**config.mk**
```make
export PLATFORM = sky130hd
export DESIGN_NAME = ddr_tg_top
export DESIGN_NICKNAME = d
export VERILOG_FILES = /design/src/ddr_tg_reg_pkg.sv /design/src/ddr_tg_data_pkg.sv /design/src/ddr_tg_if.sv /design/src/ddr_tg_sequencer.sv /design/src/ddr_tg_lane.sv /design/src/ddr_tg_collector.sv /design/src/ddr_tg_top.sv
export VERILOG_INCLUDE_DIRS = /design/src
export SDC_FILE = /design/constraint.sdc
export NUM_CORES = 1
export LEC_CHECK = 0
export BUFFER_PORTS_ARGS = -buffer_cell sky130_fd_sc_hd__buf_2
export CORE_MARGIN = 4
export CORE_UTILIZATION = 30
export DETAILED_ROUTE_END_ITERATION = 16
export GPL_TIMING_DRIVEN = 0
export RECOVER_POWER = 50
export SLEW_MARGIN = 20
export SYNTH_ARGS = -nofsm -noshare
export SYNTH_HDL_FRONTEND = slang
export SYNTH_SLANG_ARGS = --single-unit
```
**constraint.sdc**
```tcl
create_clock -name c0_ddr4_clk -period 12.3 [get_ports c0_ddr4_clk]
set_clock_uncertainty 0.1 [all_clocks]
set_input_delay 2.46 -clock c0_ddr4_clk [delete_from_list [all_inputs] [get_ports c0_ddr4_clk]]
set_output_delay 2.46 -clock c0_ddr4_clk [all_outputs]
set_load 0.01 [all_outputs]
```
**src/ddr_tg_params.svh**
```systemverilog
// DDR4 traffic checker sizing macros shared by RTL and testbench
`ifndef DDR_TG_PARAMS_SVH
`define DDR_TG_PARAMS_SVH

// Lane split of the application data word
`define DDR_TG_NUM_LANES 4
`define DDR_TG_LANE_W    32
`define DDR_TG_DATA_W    (`DDR_TG_NUM_LANES * `DDR_TG_LANE_W)

// Beat counters and bus widths
`define DDR_TG_BEAT_W    16
`define DDR_TG_APB_AW    8
`define DDR_TG_APP_AW    28

`endif

```
**src/ddr_tg_reg_pkg.sv**
```systemverilog
// DDR4 traffic checker register map offsets and status record
`default_nettype none
`include "ddr_tg_params.svh"

package ddr_tg_reg_pkg;

  // APB register offsets
  localparam logic [`DDR_TG_APB_AW-1:0] REG_CTRL      = 'h00;
  localparam logic [`DDR_TG_APB_AW-1:0] REG_BEATS     = 'h04;
  localparam logic [`DDR_TG_APB_AW-1:0] REG_SEED      = 'h08;
  localparam logic [`DDR_TG_APB_AW-1:0] REG_STATUS    = 'h0C;
  localparam logic [`DDR_TG_APB_AW-1:0] REG_ERR_COUNT = 'h10;
  localparam logic [`DDR_TG_APB_AW-1:0] REG_LANE_MASK = 'h14;

  // Run result as seen by software
  typedef struct packed {
    logic                         done;
    logic                         error;
    logic [`DDR_TG_BEAT_W-1:0]    err_count;
    logic [`DDR_TG_NUM_LANES-1:0] lane_mask;
  } status_t;

endpackage

`default_nettype wire

```
**src/ddr_tg_data_pkg.sv**
```systemverilog
// DDR4 traffic checker data path types for lanes and sequencer
`default_nettype none
`include "ddr_tg_params.svh"

package ddr_tg_data_pkg;

  // One lane slice of the application word
  typedef logic [`DDR_TG_LANE_W-1:0] lane_word_t;

  // Sequencer phases
  typedef enum logic [1:0] {
    IDLE      = 2'd0,
    WRITE     = 2'd1,
    READ      = 2'd2,
    WAIT_DONE = 2'd3
  } phase_e;

endpackage

`default_nettype wire

```
**src/ddr_tg_if.sv**
```systemverilog
// DDR4 traffic checker control and lane result interfaces
`timescale 1ns/1ns
`default_nettype none
`include "ddr_tg_params.svh"

// Broadcast from the sequencer to every lane and to the collector
interface lane_ctrl_if;
  logic                            start;
  ddr_tg_data_pkg::lane_word_t     seed;
  logic [`DDR_TG_BEAT_W-1:0]       beats;
  logic                            wr_fire;
  logic                            rd_valid;
  logic [`DDR_TG_DATA_W-1:0]       rd_data;

  modport sequencer (
    output start, seed, beats, wr_fire, rd_valid, rd_data
  );

  modport lane (
    input start, seed, wr_fire, rd_valid, rd_data
  );

  // Collector only needs run boundaries and the beat target
  modport monitor (
    input start, beats
  );
endinterface

// One per lane
interface lane_result_if;
  ddr_tg_data_pkg::lane_word_t wr_word;
  logic                        mismatch;
  logic                        mismatch_valid;

  modport lane (
    output wr_word, mismatch, mismatch_valid
  );

  modport sequencer (
    input wr_word
  );

  modport collector (
    input mismatch, mismatch_valid
  );
endinterface

`default_nettype wire

```
**src/ddr_tg_sequencer.sv**
```systemverilog
// DDR4 traffic checker APB register block and application port command sequencer
`timescale 1ns/1ns
`default_nettype none
`include "ddr_tg_params.svh"

module ddr_tg_sequencer (
  input  wire                          c0_ddr4_clk,
  input  wire                          arst_n_i,
  // APB slave
  input  wire                          psel_i,
  input  wire                          penable_i,
  input  wire                          pwrite_i,
  input  wire [`DDR_TG_APB_AW-1:0]     paddr_i,
  input  wire [31:0]                   pwdata_i,
  output logic [31:0]                  prdata_o,
  output logic                         pslverr_o,
  // Controller side
  input  wire                          init_calib_complete_i,
  input  wire                          app_rdy_i,
  input  wire                          app_wdf_rdy_i,
  input  wire [`DDR_TG_DATA_W-1:0]     app_rd_data_i,
  input  wire                          app_rd_data_valid_i,
  output logic                         app_en_o,
  output logic [2:0]                   app_cmd_o,
  output logic [`DDR_TG_APP_AW-1:0]    app_addr_o,
  output logic [`DDR_TG_DATA_W-1:0]    app_wdf_data_o,
  output logic                         app_wdf_wren_o,
  output logic                         app_wdf_end_o,
  // Status from the collector
  input  wire ddr_tg_reg_pkg::status_t status_i,
  output logic                         clr_o,
  lane_ctrl_if.sequencer               ctrl,
  lane_result_if.sequencer             res [`DDR_TG_NUM_LANES]
);

  ddr_tg_data_pkg::phase_e     phase_q;
  logic [`DDR_TG_BEAT_W-1:0]   beats_q;
  ddr_tg_data_pkg::lane_word_t seed_q;
  logic [`DDR_TG_BEAT_W-1:0]   cnt_q;
  logic                        busy;
  logic                        apb_wr;
  logic                        addr_hit;
  logic                        start;
  logic                        wr_fire;
  logic                        rd_fire;
  logic                        last_beat;

  // ************************************************************************
  // APB register access
  // ************************************************************************

  assign busy   = (phase_q != ddr_tg_data_pkg::IDLE);
  assign apb_wr = psel_i && penable_i && pwrite_i;

  // A run needs a calibrated memory, an idle checker and a nonzero length
  assign start = apb_wr && (paddr_i == ddr_tg_reg_pkg::REG_CTRL) && pwdata_i[0] &&
                 init_calib_complete_i && !busy && (beats_q != '0);

  assign clr_o = apb_wr && (paddr_i == ddr_tg_reg_pkg::REG_STATUS) && pwdata_i[2];

  // Run setup is frozen while busy
  always_ff @(posedge c0_ddr4_clk or negedge arst_n_i) begin
    if (!arst_n_i) begin
      beats_q <= '0;
      seed_q  <= '0;
    end else if (apb_wr && !busy) begin
      if (paddr_i == ddr_tg_reg_pkg::REG_BEATS) begin
        beats_q <= pwdata_i[`DDR_TG_BEAT_W-1:0];
      end
      if (paddr_i == ddr_tg_reg_pkg::REG_SEED) begin
        seed_q <= pwdata_i;
      end
    end
  end

  always_comb begin
    prdata_o = '0;
    addr_hit = 1'b1;
    case (paddr_i)
      ddr_tg_reg_pkg::REG_CTRL:      prdata_o = '0;
      ddr_tg_reg_pkg::REG_BEATS:     prdata_o[`DDR_TG_BEAT_W-1:0] = beats_q;
      ddr_tg_reg_pkg::REG_SEED:      prdata_o = seed_q;
      ddr_tg_reg_pkg::REG_STATUS:    prdata_o[2:0] = {status_i.error, status_i.done, busy};
      ddr_tg_reg_pkg::REG_ERR_COUNT: prdata_o[`DDR_TG_BEAT_W-1:0] = status_i.err_count;
      ddr_tg_reg_pkg::REG_LANE_MASK: prdata_o[`DDR_TG_NUM_LANES-1:0] = status_i.lane_mask;
      default:                       addr_hit = 1'b0;
    endcase
  end

  assign pslverr_o = psel_i && penable_i && !addr_hit;

  // ************************************************************************
  // Phase machine and beat counter
  // ************************************************************************

  assign wr_fire   = (phase_q == ddr_tg_data_pkg::WRITE) && app_rdy_i && app_wdf_rdy_i;
  assign rd_fire   = (phase_q == ddr_tg_data_pkg::READ) && app_rdy_i;
  assign last_beat = (cnt_q == beats_q - 1'b1);

  always_ff @(posedge c0_ddr4_clk or negedge arst_n_i) begin
    if (!arst_n_i) begin
      phase_q <= ddr_tg_data_pkg::IDLE;
      cnt_q   <= '0;
    end else begin
      case (phase_q)
        ddr_tg_data_pkg::IDLE: begin
          if (start) begin
            phase_q <= ddr_tg_data_pkg::WRITE;
            cnt_q   <= '0;
          end
        end
        ddr_tg_data_pkg::WRITE: begin
          if (wr_fire) begin
            cnt_q   <= last_beat ? '0 : cnt_q + 1'b1;
            phase_q <= last_beat ? ddr_tg_data_pkg::READ : ddr_tg_data_pkg::WRITE;
          end
        end
        ddr_tg_data_pkg::READ: begin
          if (rd_fire) begin
            cnt_q   <= last_beat ? '0 : cnt_q + 1'b1;
            phase_q <= last_beat ? ddr_tg_data_pkg::WAIT_DONE : ddr_tg_data_pkg::READ;
          end
        end
        // Read data may still be in flight
        ddr_tg_data_pkg::WAIT_DONE: begin
          if (status_i.done) begin
            phase_q <= ddr_tg_data_pkg::IDLE;
          end
        end
        default: phase_q <= ddr_tg_data_pkg::IDLE;
      endcase
    end
  end

  // Application port held by the counter until the beat fires
  assign app_en_o       = (phase_q == ddr_tg_data_pkg::WRITE) ||
                          (phase_q == ddr_tg_data_pkg::READ);
  assign app_cmd_o      = (phase_q == ddr_tg_data_pkg::READ) ? 3'd1 : 3'd0;
  assign app_addr_o     = `DDR_TG_APP_AW'({cnt_q, 3'b000});
  assign app_wdf_wren_o = (phase_q == ddr_tg_data_pkg::WRITE);
  assign app_wdf_end_o  = (phase_q == ddr_tg_data_pkg::WRITE);

  for (genvar i = 0; i < `DDR_TG_NUM_LANES; i++) begin : g_wdata
    assign app_wdf_data_o[i*`DDR_TG_LANE_W +: `DDR_TG_LANE_W] = res[i].wr_word;
  end

  // Lane broadcast
  assign ctrl.start    = start;
  assign ctrl.seed     = seed_q;
  assign ctrl.beats    = beats_q;
  assign ctrl.wr_fire  = wr_fire;
  assign ctrl.rd_valid = app_rd_data_valid_i;
  assign ctrl.rd_data  = app_rd_data_i;

  // Command and lane write data must hold under back-pressure
  a_app_hold: assert property (@(posedge c0_ddr4_clk) disable iff (!arst_n_i)
    app_en_o && !(wr_fire || rd_fire) |=>
      app_en_o && $stable(app_cmd_o) && $stable(app_addr_o) && $stable(app_wdf_data_o))
    else $error("application command or write data changed before the beat fired");

endmodule

`default_nettype wire

```
**src/ddr_tg_lane.sv**
```systemverilog
// DDR4 traffic checker lane with write pattern generator and read data checker
`timescale 1ns/1ns
`default_nettype none
`include "ddr_tg_params.svh"

module ddr_tg_lane #(
  parameter int unsigned LANE = 0
) (
  input  wire          c0_ddr4_clk,
  input  wire          arst_n_i,
  lane_ctrl_if.lane    ctrl,
  lane_result_if.lane  res
);

  // Each lane walks its own odd stride
  localparam ddr_tg_data_pkg::lane_word_t STRIDE = ddr_tg_data_pkg::lane_word_t'(2*LANE + 1);

  ddr_tg_data_pkg::lane_word_t wr_acc_q;
  ddr_tg_data_pkg::lane_word_t rd_acc_q;
  ddr_tg_data_pkg::lane_word_t rd_slice;
  logic                        mismatch_q;
  logic                        mismatch_valid_q;
  logic                        started_q;

  assign rd_slice = ctrl.rd_data[LANE*`DDR_TG_LANE_W +: `DDR_TG_LANE_W];

  // Pattern accumulators, loaded on every start
  always_ff @(posedge c0_ddr4_clk) begin
    if (ctrl.start) begin
      wr_acc_q <= ctrl.seed;
      rd_acc_q <= ctrl.seed;
    end else begin
      if (ctrl.wr_fire) begin
        wr_acc_q <= wr_acc_q + STRIDE;
      end
      if (ctrl.rd_valid) begin
        rd_acc_q <= rd_acc_q + STRIDE;
      end
    end
  end

  always_ff @(posedge c0_ddr4_clk or negedge arst_n_i) begin
    if (!arst_n_i) begin
      mismatch_q       <= 1'b0;
      mismatch_valid_q <= 1'b0;
      started_q        <= 1'b0;
    end else begin
      mismatch_q       <= ctrl.rd_valid && (rd_slice != rd_acc_q);
      mismatch_valid_q <= ctrl.rd_valid;
      if (ctrl.start) begin
        started_q <= 1'b1;
      end
    end
  end

  assign res.wr_word        = wr_acc_q;
  assign res.mismatch       = mismatch_q;
  assign res.mismatch_valid = mismatch_valid_q;

  // No read data may arrive before the first run
  a_rd_after_start: assert property (@(posedge c0_ddr4_clk) disable iff (!arst_n_i)
    ctrl.rd_valid |-> started_q)
    else $error("lane %0d saw read data before any start", LANE);

endmodule

`default_nettype wire

```
**src/ddr_tg_collector.sv**
```systemverilog
// DDR4 traffic checker collector for lane mismatches, error count and run completion
`timescale 1ns/1ns
`default_nettype none
`include "ddr_tg_params.svh"

module ddr_tg_collector (
  input  wire                           c0_ddr4_clk,
  input  wire                           arst_n_i,
  input  wire                           clr_i,
  output ddr_tg_reg_pkg::status_t       status_o,
  output logic                          data_compare_error_o,
  lane_ctrl_if.monitor                  ctrl,
  lane_result_if.collector              res [`DDR_TG_NUM_LANES]
);

  logic [`DDR_TG_NUM_LANES-1:0] hit;
  logic                         beat_valid;
  logic [`DDR_TG_NUM_LANES-1:0] lane_mask_q;
  logic [`DDR_TG_BEAT_W-1:0]    err_count_q;
  logic                         error_q;
  logic [`DDR_TG_BEAT_W-1:0]    beats_q;
  logic [`DDR_TG_BEAT_W-1:0]    rd_run_q;
  logic [`DDR_TG_BEAT_W-1:0]    rd_total_q;
  logic                         done_q;

  for (genvar i = 0; i < `DDR_TG_NUM_LANES; i++) begin : g_hit
    assign hit[i] = res[i].mismatch_valid && res[i].mismatch;
  end

  // All lanes see the same read beat, lane 0 stands for the beat
  assign beat_valid = res[0].mismatch_valid;

  // ************************************************************************
  // Error tracking, sticky until cleared
  // ************************************************************************

  always_ff @(posedge c0_ddr4_clk or negedge arst_n_i) begin
    if (!arst_n_i) begin
      lane_mask_q <= '0;
      err_count_q <= '0;
      error_q     <= 1'b0;
      rd_total_q  <= '0;
    end else if (clr_i) begin
      lane_mask_q <= '0;
      err_count_q <= '0;
      error_q     <= 1'b0;
      rd_total_q  <= '0;
    end else begin
      lane_mask_q <= lane_mask_q | hit;
      if (|hit) begin
        error_q <= 1'b1;
        if (err_count_q != '1) begin
          err_count_q <= err_count_q + 1'b1;
        end
      end
      if (beat_valid && rd_total_q != '1) begin
        rd_total_q <= rd_total_q + 1'b1;
      end
    end
  end

  // ************************************************************************
  // Run completion
  // ************************************************************************

  always_ff @(posedge c0_ddr4_clk or negedge arst_n_i) begin
    if (!arst_n_i) begin
      beats_q  <= '0;
      rd_run_q <= '0;
      done_q   <= 1'b0;
    end else if (ctrl.start) begin
      beats_q  <= ctrl.beats;
      rd_run_q <= '0;
      done_q   <= 1'b0;
    end else if (beat_valid && !done_q) begin
      rd_run_q <= rd_run_q + 1'b1;
      if (rd_run_q == beats_q - 1'b1) begin
        done_q <= 1'b1;
      end
    end
  end

  assign status_o.done      = done_q;
  assign status_o.error     = error_q;
  assign status_o.err_count = err_count_q;
  assign status_o.lane_mask = lane_mask_q;
  assign data_compare_error_o = error_q;

  a_err_le_reads: assert property (@(posedge c0_ddr4_clk) disable iff (!arst_n_i)
    err_count_q <= rd_total_q)
    else $error("error count %0d exceeds read beats %0d", err_count_q, rd_total_q);

endmodule

`default_nettype wire

```
**src/ddr_tg_top.sv**
```systemverilog
// DDR4 application-side traffic checker top level with APB control
`timescale 1ns/1ns
`default_nettype none
`include "ddr_tg_params.svh"

module ddr_tg_top (
  input  wire                        c0_ddr4_clk,
  input  wire                        arst_n_i,
  // APB slave
  input  wire                        psel_i,
  input  wire                        penable_i,
  input  wire                        pwrite_i,
  input  wire [`DDR_TG_APB_AW-1:0]   paddr_i,
  input  wire [31:0]                 pwdata_i,
  output wire [31:0]                 prdata_o,
  output wire                        pready_o,
  output wire                        pslverr_o,
  // Memory controller application port
  input  wire                        c0_init_calib_complete_i,
  output wire                        app_en_o,
  output wire [2:0]                  app_cmd_o,
  output wire [`DDR_TG_APP_AW-1:0]   app_addr_o,
  output wire [`DDR_TG_DATA_W-1:0]   app_wdf_data_o,
  output wire                        app_wdf_wren_o,
  output wire                        app_wdf_end_o,
  input  wire                        app_rdy_i,
  input  wire                        app_wdf_rdy_i,
  input  wire [`DDR_TG_DATA_W-1:0]   app_rd_data_i,
  input  wire                        app_rd_data_valid_i,
  // Sticky compare failure
  output wire                        data_compare_error_o
);

  ddr_tg_reg_pkg::status_t status;
  logic                    clr;

  lane_ctrl_if   ctrl_if ();
  lane_result_if res_if [`DDR_TG_NUM_LANES] ();

  // Registers always answer in the access phase
  assign pready_o = 1'b1;

  ddr_tg_sequencer i_sequencer (
    .c0_ddr4_clk           (c0_ddr4_clk),
    .arst_n_i              (arst_n_i),
    .psel_i                (psel_i),
    .penable_i             (penable_i),
    .pwrite_i              (pwrite_i),
    .paddr_i               (paddr_i),
    .pwdata_i              (pwdata_i),
    .prdata_o              (prdata_o),
    .pslverr_o             (pslverr_o),
    .init_calib_complete_i (c0_init_calib_complete_i),
    .app_rdy_i             (app_rdy_i),
    .app_wdf_rdy_i         (app_wdf_rdy_i),
    .app_rd_data_i         (app_rd_data_i),
    .app_rd_data_valid_i   (app_rd_data_valid_i),
    .app_en_o              (app_en_o),
    .app_cmd_o             (app_cmd_o),
    .app_addr_o            (app_addr_o),
    .app_wdf_data_o        (app_wdf_data_o),
    .app_wdf_wren_o        (app_wdf_wren_o),
    .app_wdf_end_o         (app_wdf_end_o),
    .status_i              (status),
    .clr_o                 (clr),
    .ctrl                  (ctrl_if),
    .res                   (res_if)
  );

  // ************************************************************************
  // Pattern lanes
  // ************************************************************************
  for (genvar g = 0; g < `DDR_TG_NUM_LANES; g++) begin : g_lane
    ddr_tg_lane #(
      .LANE (g)
    ) i_lane (
      .c0_ddr4_clk (c0_ddr4_clk),
      .arst_n_i    (arst_n_i),
      .ctrl        (ctrl_if),
      .res         (res_if[g])
    );
  end

  ddr_tg_collector i_collector (
    .c0_ddr4_clk          (c0_ddr4_clk),
    .arst_n_i             (arst_n_i),
    .clr_i                (clr),
    .status_o             (status),
    .data_compare_error_o (data_compare_error_o),
    .ctrl                 (ctrl_if),
    .res                  (res_if)
  );

endmodule

`default_nettype wire

```
; After elaboration in Yosys (flattened, before gate mapping)
; Cells that the tools add are included.
[op_classes]
mux = 45
bitwise_logic = 1
reduce_logical = 46
addsub = 13
n_eq_ne = 19
[op_table]
columns = op, count
row1 = two-way mux 32 bit, 16
row2 = two-way mux 16 bit, 10
row3 = adder 32 x 3 -> 32 bit (second input constant), 4
row4 = != test 32 bit, 4
row5 = adder 32 x 1 -> 32 bit (second input constant), 2
row6 = adder 32 x 2 -> 32 bit (second input constant), 2
row7 = adder 16 x 1 -> 16 bit (second input constant), 3
row8 = case mux 16 bit (3 select lines), 1
row9 = case mux 12 bit (3 select lines), 1
row10 = equality test 16 bit, 2
row11 = subtractor 16 x 1 -> 16 bit (second input constant), 2
row12 = logical AND 1 bit, 23
row13 = equality test 8 x 4 -> 1 bit (second input constant), 2
row14 = equality test 8 x 5 -> 1 bit (second input constant), 2
row15 = != test 16 bit (second input constant), 1
row16 = nonzero test 16 bit, 1
row17 = case mux 3 bit (5 select lines), 1
row18 = nonzero test 2 bit, 7
row19 = two-way mux 2 bit, 5
row20 = equality test 8 x 3 -> 1 bit (second input constant), 1
row21 = zero test 8 bit, 1
row22 = two-way mux 1 bit, 8
row23 = case mux 2 bit (4 select lines), 1
row24 = AND reduction 2 bit, 4
row25 = 14 further kinds, 20
[totals]
word_cells = 147
ff_bits = 381
out_inout_bits = 197
inputBits = 177

; Longest topological paths before layout
[logic_depth]
ltp_word = 9
depth_mapped = 12
ltp_nobuf = 10

; By module
; Synthesis repeated with hierarchy kept, for this count alone.
[unflattened]
hier_cells = 2793
hier_area_um2 = 26897.0
[by_module_without_submodules]
columns = module, cells_per_inst, n_inst, seq_area_each_um2, area_each_um2
row1 = ddr_tg_sequencer, 700, 1, 1651.6, 6158.4
row2 = ddr_tg_lane at g_lane[3].i_lane, 459, 1, 1971.9, 4474.3
row3 = ddr_tg_lane at g_lane[1].i_lane, 456, 1, 1971.9, 4439.3
row4 = ddr_tg_lane at g_lane[2].i_lane, 443, 1, 1971.9, 4436.8
row5 = ddr_tg_lane at g_lane[0].i_lane, 439, 1, 1971.9, 4426.7
row6 = ddr_tg_collector, 294, 1, 1351.3, 2950.3
row7 = ddr_tg_top, 2, 1, 0.0, 11.3

; Least setup slack after synthesis
; OpenSTA, ideal clock, no wires.
[synth_path]
kind = input port to flip-flop
start = input port paddr_i[0]
end = register g_lane[0].i_lane.rd_acc_q[0] (enable)
arrival_time_ps = 6663
cell_stages = 6
required_time_ps = 11690
path_slack_ps = 5027
cell_sequence = or4_4 -> nor4_4 -> o311ai_1 -> buf_2 -> buf_2 -> nand2b_1
[synth_between]
elab_chain_cells = 7
[synth_rtl]
columns = element, line_no
row1 = from (decl), ddr_tg_top.sv:13  ; input wire [`DDR_TG_APB_AW-1:0] paddr_i,
row2 = zero test 8 bit, ddr_tg_sequencer.sv:56  ; assign start = apb_wr && (paddr_i == ddr_tg_reg_pkg::REG_CTRL) && pwdata_i[0] &&
row3 = logical AND 1 bit (3 in series), ddr_tg_sequencer.sv:56
row4 = logical AND 1 bit (2 in series), ddr_tg_sequencer.sv:57  ; init_calib_complete_i && !busy && (beats_q != '0);
row5 = nonzero test 2 bit (no source line), --
row6 = to (signal assigned), ddr_tg_lane.sv:31  ; rd_acc_q <= ctrl.seed;
row7 = to (signal assigned), ddr_tg_lane.sv:37  ; rd_acc_q <= rd_acc_q + STRIDE;
row8 = to (decl), ddr_tg_lane.sv:19  ; ddr_tg_data_pkg::lane_word_t rd_acc_q;
; Every way passes these cells.
; A chain may end at the register's enable or synchronous reset.

==> results.sh <==
export IMPL_status="finished, violations left"
export IMPL_violations="capacitance limit, slew limit"
export IMPL_finalCriticalPeriod_ns=8.02
export IMPL_drt_initial_drc_count=1859
export IMPL_hold_viol_final=0
export IMPL_grt_pass1_wl_mm=119
export IMPL_dp_slack_ns=4.74
export IMPL_synth_top_area_share_pct=34.8
export IMPL_cp_max_fo=79
export IMPL_post_dp_cell_area_sq_mm=0.0257
export IMPL_wirelength_mm=82.7
export IMPL_grt_pass1_vias=17800
export IMPL_swShare_pct=27.9
export IMPL_drv_cap=3
export IMPL_post_dp_hpwl_mm=62.5
export IMPL_cp_slowest_cell="clkbuf_1"
export IMPL_tns_ns=0
export IMPL_viasPerCell=5.17
export IMPL_ir_worst_vdd_uv=102
export IMPL_synth_ff_type="edfxtp_1"
export IMPL_cts_resized=0
export IMPL_synthCells=2154
export IMPL_nNetsFinal=2793
export IMPL_seqPwrFrac_pct=47.2
export IMPL_setup_slack_ns=4.28
export IMPL_synth_largest_area_cell="edfxtp_1"
export IMPL_fin_crit_sh_pct=65.2
export IMPL_grt_usage_pct=20.3
export IMPL_tritoncts="built"
export IMPL_drc=0
export IMPL_hp_class="reg2reg"
export IMPL_p_per_area_mw_per_mm2=129
export IMPL_clk_latency_ns=0.60
export IMPL_required_ns=11.88
export IMPL_crit_path_frequent_cell="clkbuf_1"
export IMPL_dr_pass1_iters=5
export IMPL_die_y_um=279
export IMPL_stdcell_area_sq_mm=0.0267
export IMPL_crit_buf_inv=2
export IMPL_ys_types=81
export IMPL_worst_slew_pin_slew_ns=4.30
export IMPL_antenna_found_initial=6
export IMPL_critPathLaunchType="input pin"
export IMPL_avgSynthCellArea_sq_um=10.3
export IMPL_power_switching_mw=0.959
export IMPL_area_growth_synth_to_final_pct=21.0
export IMPL_yosys_warnings=0
export IMPL_numCtsBuffers=46
export IMPL_rsz0062_at_grt="false"
export IMPL_slew_headroom_pct=-187
export IMPL_ios=374
export IMPL_max_clock_freq_ghz=0.125
export IMPL_grt_max_degree=80
export IMPL_critPathTopFamily="buffers and inverters"
export IMPL_htree_levels=2
export IMPL_ys_seq_area_share_pct=49.0
export IMPL_clkPwrFrac_pct=40.1
export IMPL_start_util_pct=30.3
export IMPL_p_int_mw=2.48
export IMPL_grt_ovfl_total=0
export IMPL_globalplace_congestion=0.844
export IMPL_drive_above_1_share_pct=15.1
export IMPL_die_area_sq_mm=0.0780
export IMPL_finalPower_mw=3.44
export IMPL_synth_area_leaders="edfxtp_1, dfrtp_1, xnor2_1"
export IMPL_final_util_pct=36.6
export IMPL_setup_violations=0
export IMPL_ys_seq_elements=381
export IMPL_dr_total_vias=18600
export IMPL_path_class="in2async"
export IMPL_port_buffers=355
export IMPL_critPathArrivalTime_ns=7.60
export IMPL_clockBufferDepth=3
export IMPL_syn_cell_area_sq_mm=0.0221
export IMPL_clk_pin_slew_ns=0.06
export IMPL_p_leak_nw=10.1
export IMPL_synth_edf_count=256
export IMPL_path_cells="clkbuf_1 -> clkbuf_1"
export IMPL_maxSlewViolCount=139
export IMPL_cts_setup_buffers=0
export IMPL_std_cell_rows=99
export IMPL_cpPeakStageDelay_ns=3.15
export IMPL_antenna_left=0
export IMPL_clock_sinks=381
export IMPL_postCtsHoldBufs=0
export IMPL_cts_root_buf="clkbuf_16"
export IMPL_core_area_sq_mm=0.0730
export IMPL_async_reset_ff_share_pct=32.8
export IMPL_pwr_share_comb_pct=12.7
export IMPL_avgRoutedWirePerCell_um=23.0
export IMPL_die_w_um=279
export IMPL_crit_path_end_kind="async pin"
worst paths after layout:
| check | depth (start not counted) | slack, ns | start | to |
|---|---|---|---|---|
| hold / removal | 2 | 0.41 | i_collector.lane_mask_q[0] | i_collector.lane_mask_q[0] |
| max in group c0_ddr4_clk | 9 | 4.51 | paddr_i[0] | prdata_o[11] |
| hold reg to reg | 2 | 0.41 | i_collector.lane_mask_q[0] | i_collector.lane_mask_q[0] |
| setup / recovery | 2 | 4.28 | arst_n_i | g_lane[2].i_lane.res.mismatch |
| setup reg to reg | 11 | 6.65 | i_sequencer.ctrl.beats[0] | g_lane[2].i_lane.res.wr_word[18] |
| min in group asynchronous | 1 | 2.66 | arst_n_i | i_sequencer.cnt_q[10] |
stage by stage:
stage               instances  hold WS [ns]
global placement         3481         0.392
CTS                      3593         0.418
detailed placement       3509         0.403
finish                   3596         0.407
floorplan                2167         0.362
global route             3595         0.447
cells in the mapped netlist (36+ instances only):
cell type    n
a21oi_1    263
edfxtp_1   256
xnor2_1    241
nand2_1    192
xor2_1     186
nor2_1     170
dfrtp_1    125
nand3_1    112
nand4_1     81
inv_1       54
and3_1      52
mux2_2      37
clkbuf_1    36
per-layer routing:
metal	up-vias	part of all wire [%]	global-route usage, %	routed length (um)
met4	2	4.0	7.78	3310
li1	8587	-	-	-
met2	761	45	31.6	37100
met1	9099	42	27.6	34900
met5	-	0.012	0	10
met3	145	8.9	4.82	7400
logic make-up after synthesis:
logic type      count (synthesis)  synth area share, %
compound gates                363                 9.68
xor+xnor                      427                 16.9
fa+ha+maj                      18                 1.02
buf+inv                       146                 3.03
flops                         381                 49.0
mux                            58                 2.91
other cells                     2               0.0340
simple gates                  759                 17.4
state kept, by name, indices dropped and copies added (netlist names), named ones only:
name	flops
g_lane.i_lane.rd_acc_q	128
g_lane.i_lane.res.wr_word	128
i_sequencer.ctrl.seed	32
i_collector.beats_q	16
i_collector.err_count_q	16
i_collector.rd_run_q	16
i_sequencer.cnt_q	16
i_sequencer.ctrl.beats	16
g_lane.i_lane.res.mismatch	4
i_collector.lane_mask_q	4
g_lane.i_lane.res.mismatch_valid	1
i_collector.data_compare_error_o	1
i_collector.done_q	1
i_sequencer.phase_q	1
cell type report:
class | instances | area, sq um
Buffer | 92 | 439
Timing Repair Buffer | 383 | 1930
Antenna cell | 3 | 7.51
Tap cell | 959 | 1200
Fill cell | 7487 | 46200
Clock buffer | 63 | 1280
Multi-Input combinational cell | 1640 | 10700
Clock inverter | 21 | 199
Sequential cell | 381 | 10800
Inverter | 54 | 203
power groups by stage:
stage / Combinational (mW) / Sequential, mW / Clock (mW)
2_1_floorplan: 0.292 / 1.62 / 0
3_3_place_gp: 0.427 / 1.65 / 0
3_5_place_dp: 0.443 / 1.64 / 0
4_1_cts: 0.445 / 1.62 / 1.41
5_1_grt: 0.483 / 1.63 / 1.46
6_report: 0.436 / 1.62 / 1.38
layout by cell type, fill, tap and decap left out, types with 52 or more instances in the layout:
master | Yosys | routed
inv_1 | 54 | 54
nor2_1 | 170 | 154
nand4_1 | 81 | 81
dfrtp_1 | 125 | 125
clkbuf_1 | 36 | 233
xor2_1 | 186 | 186
edfxtp_1 | 256 | 256
xnor2_1 | 241 | 241
nand2_1 | 192 | 191
a21oi_1 | 263 | 263
nand3_1 | 112 | 113
and3_1 | 52 | 52
buf_2 | 31 | 214
Note: power is estimated with default switching activity, not from simulation.
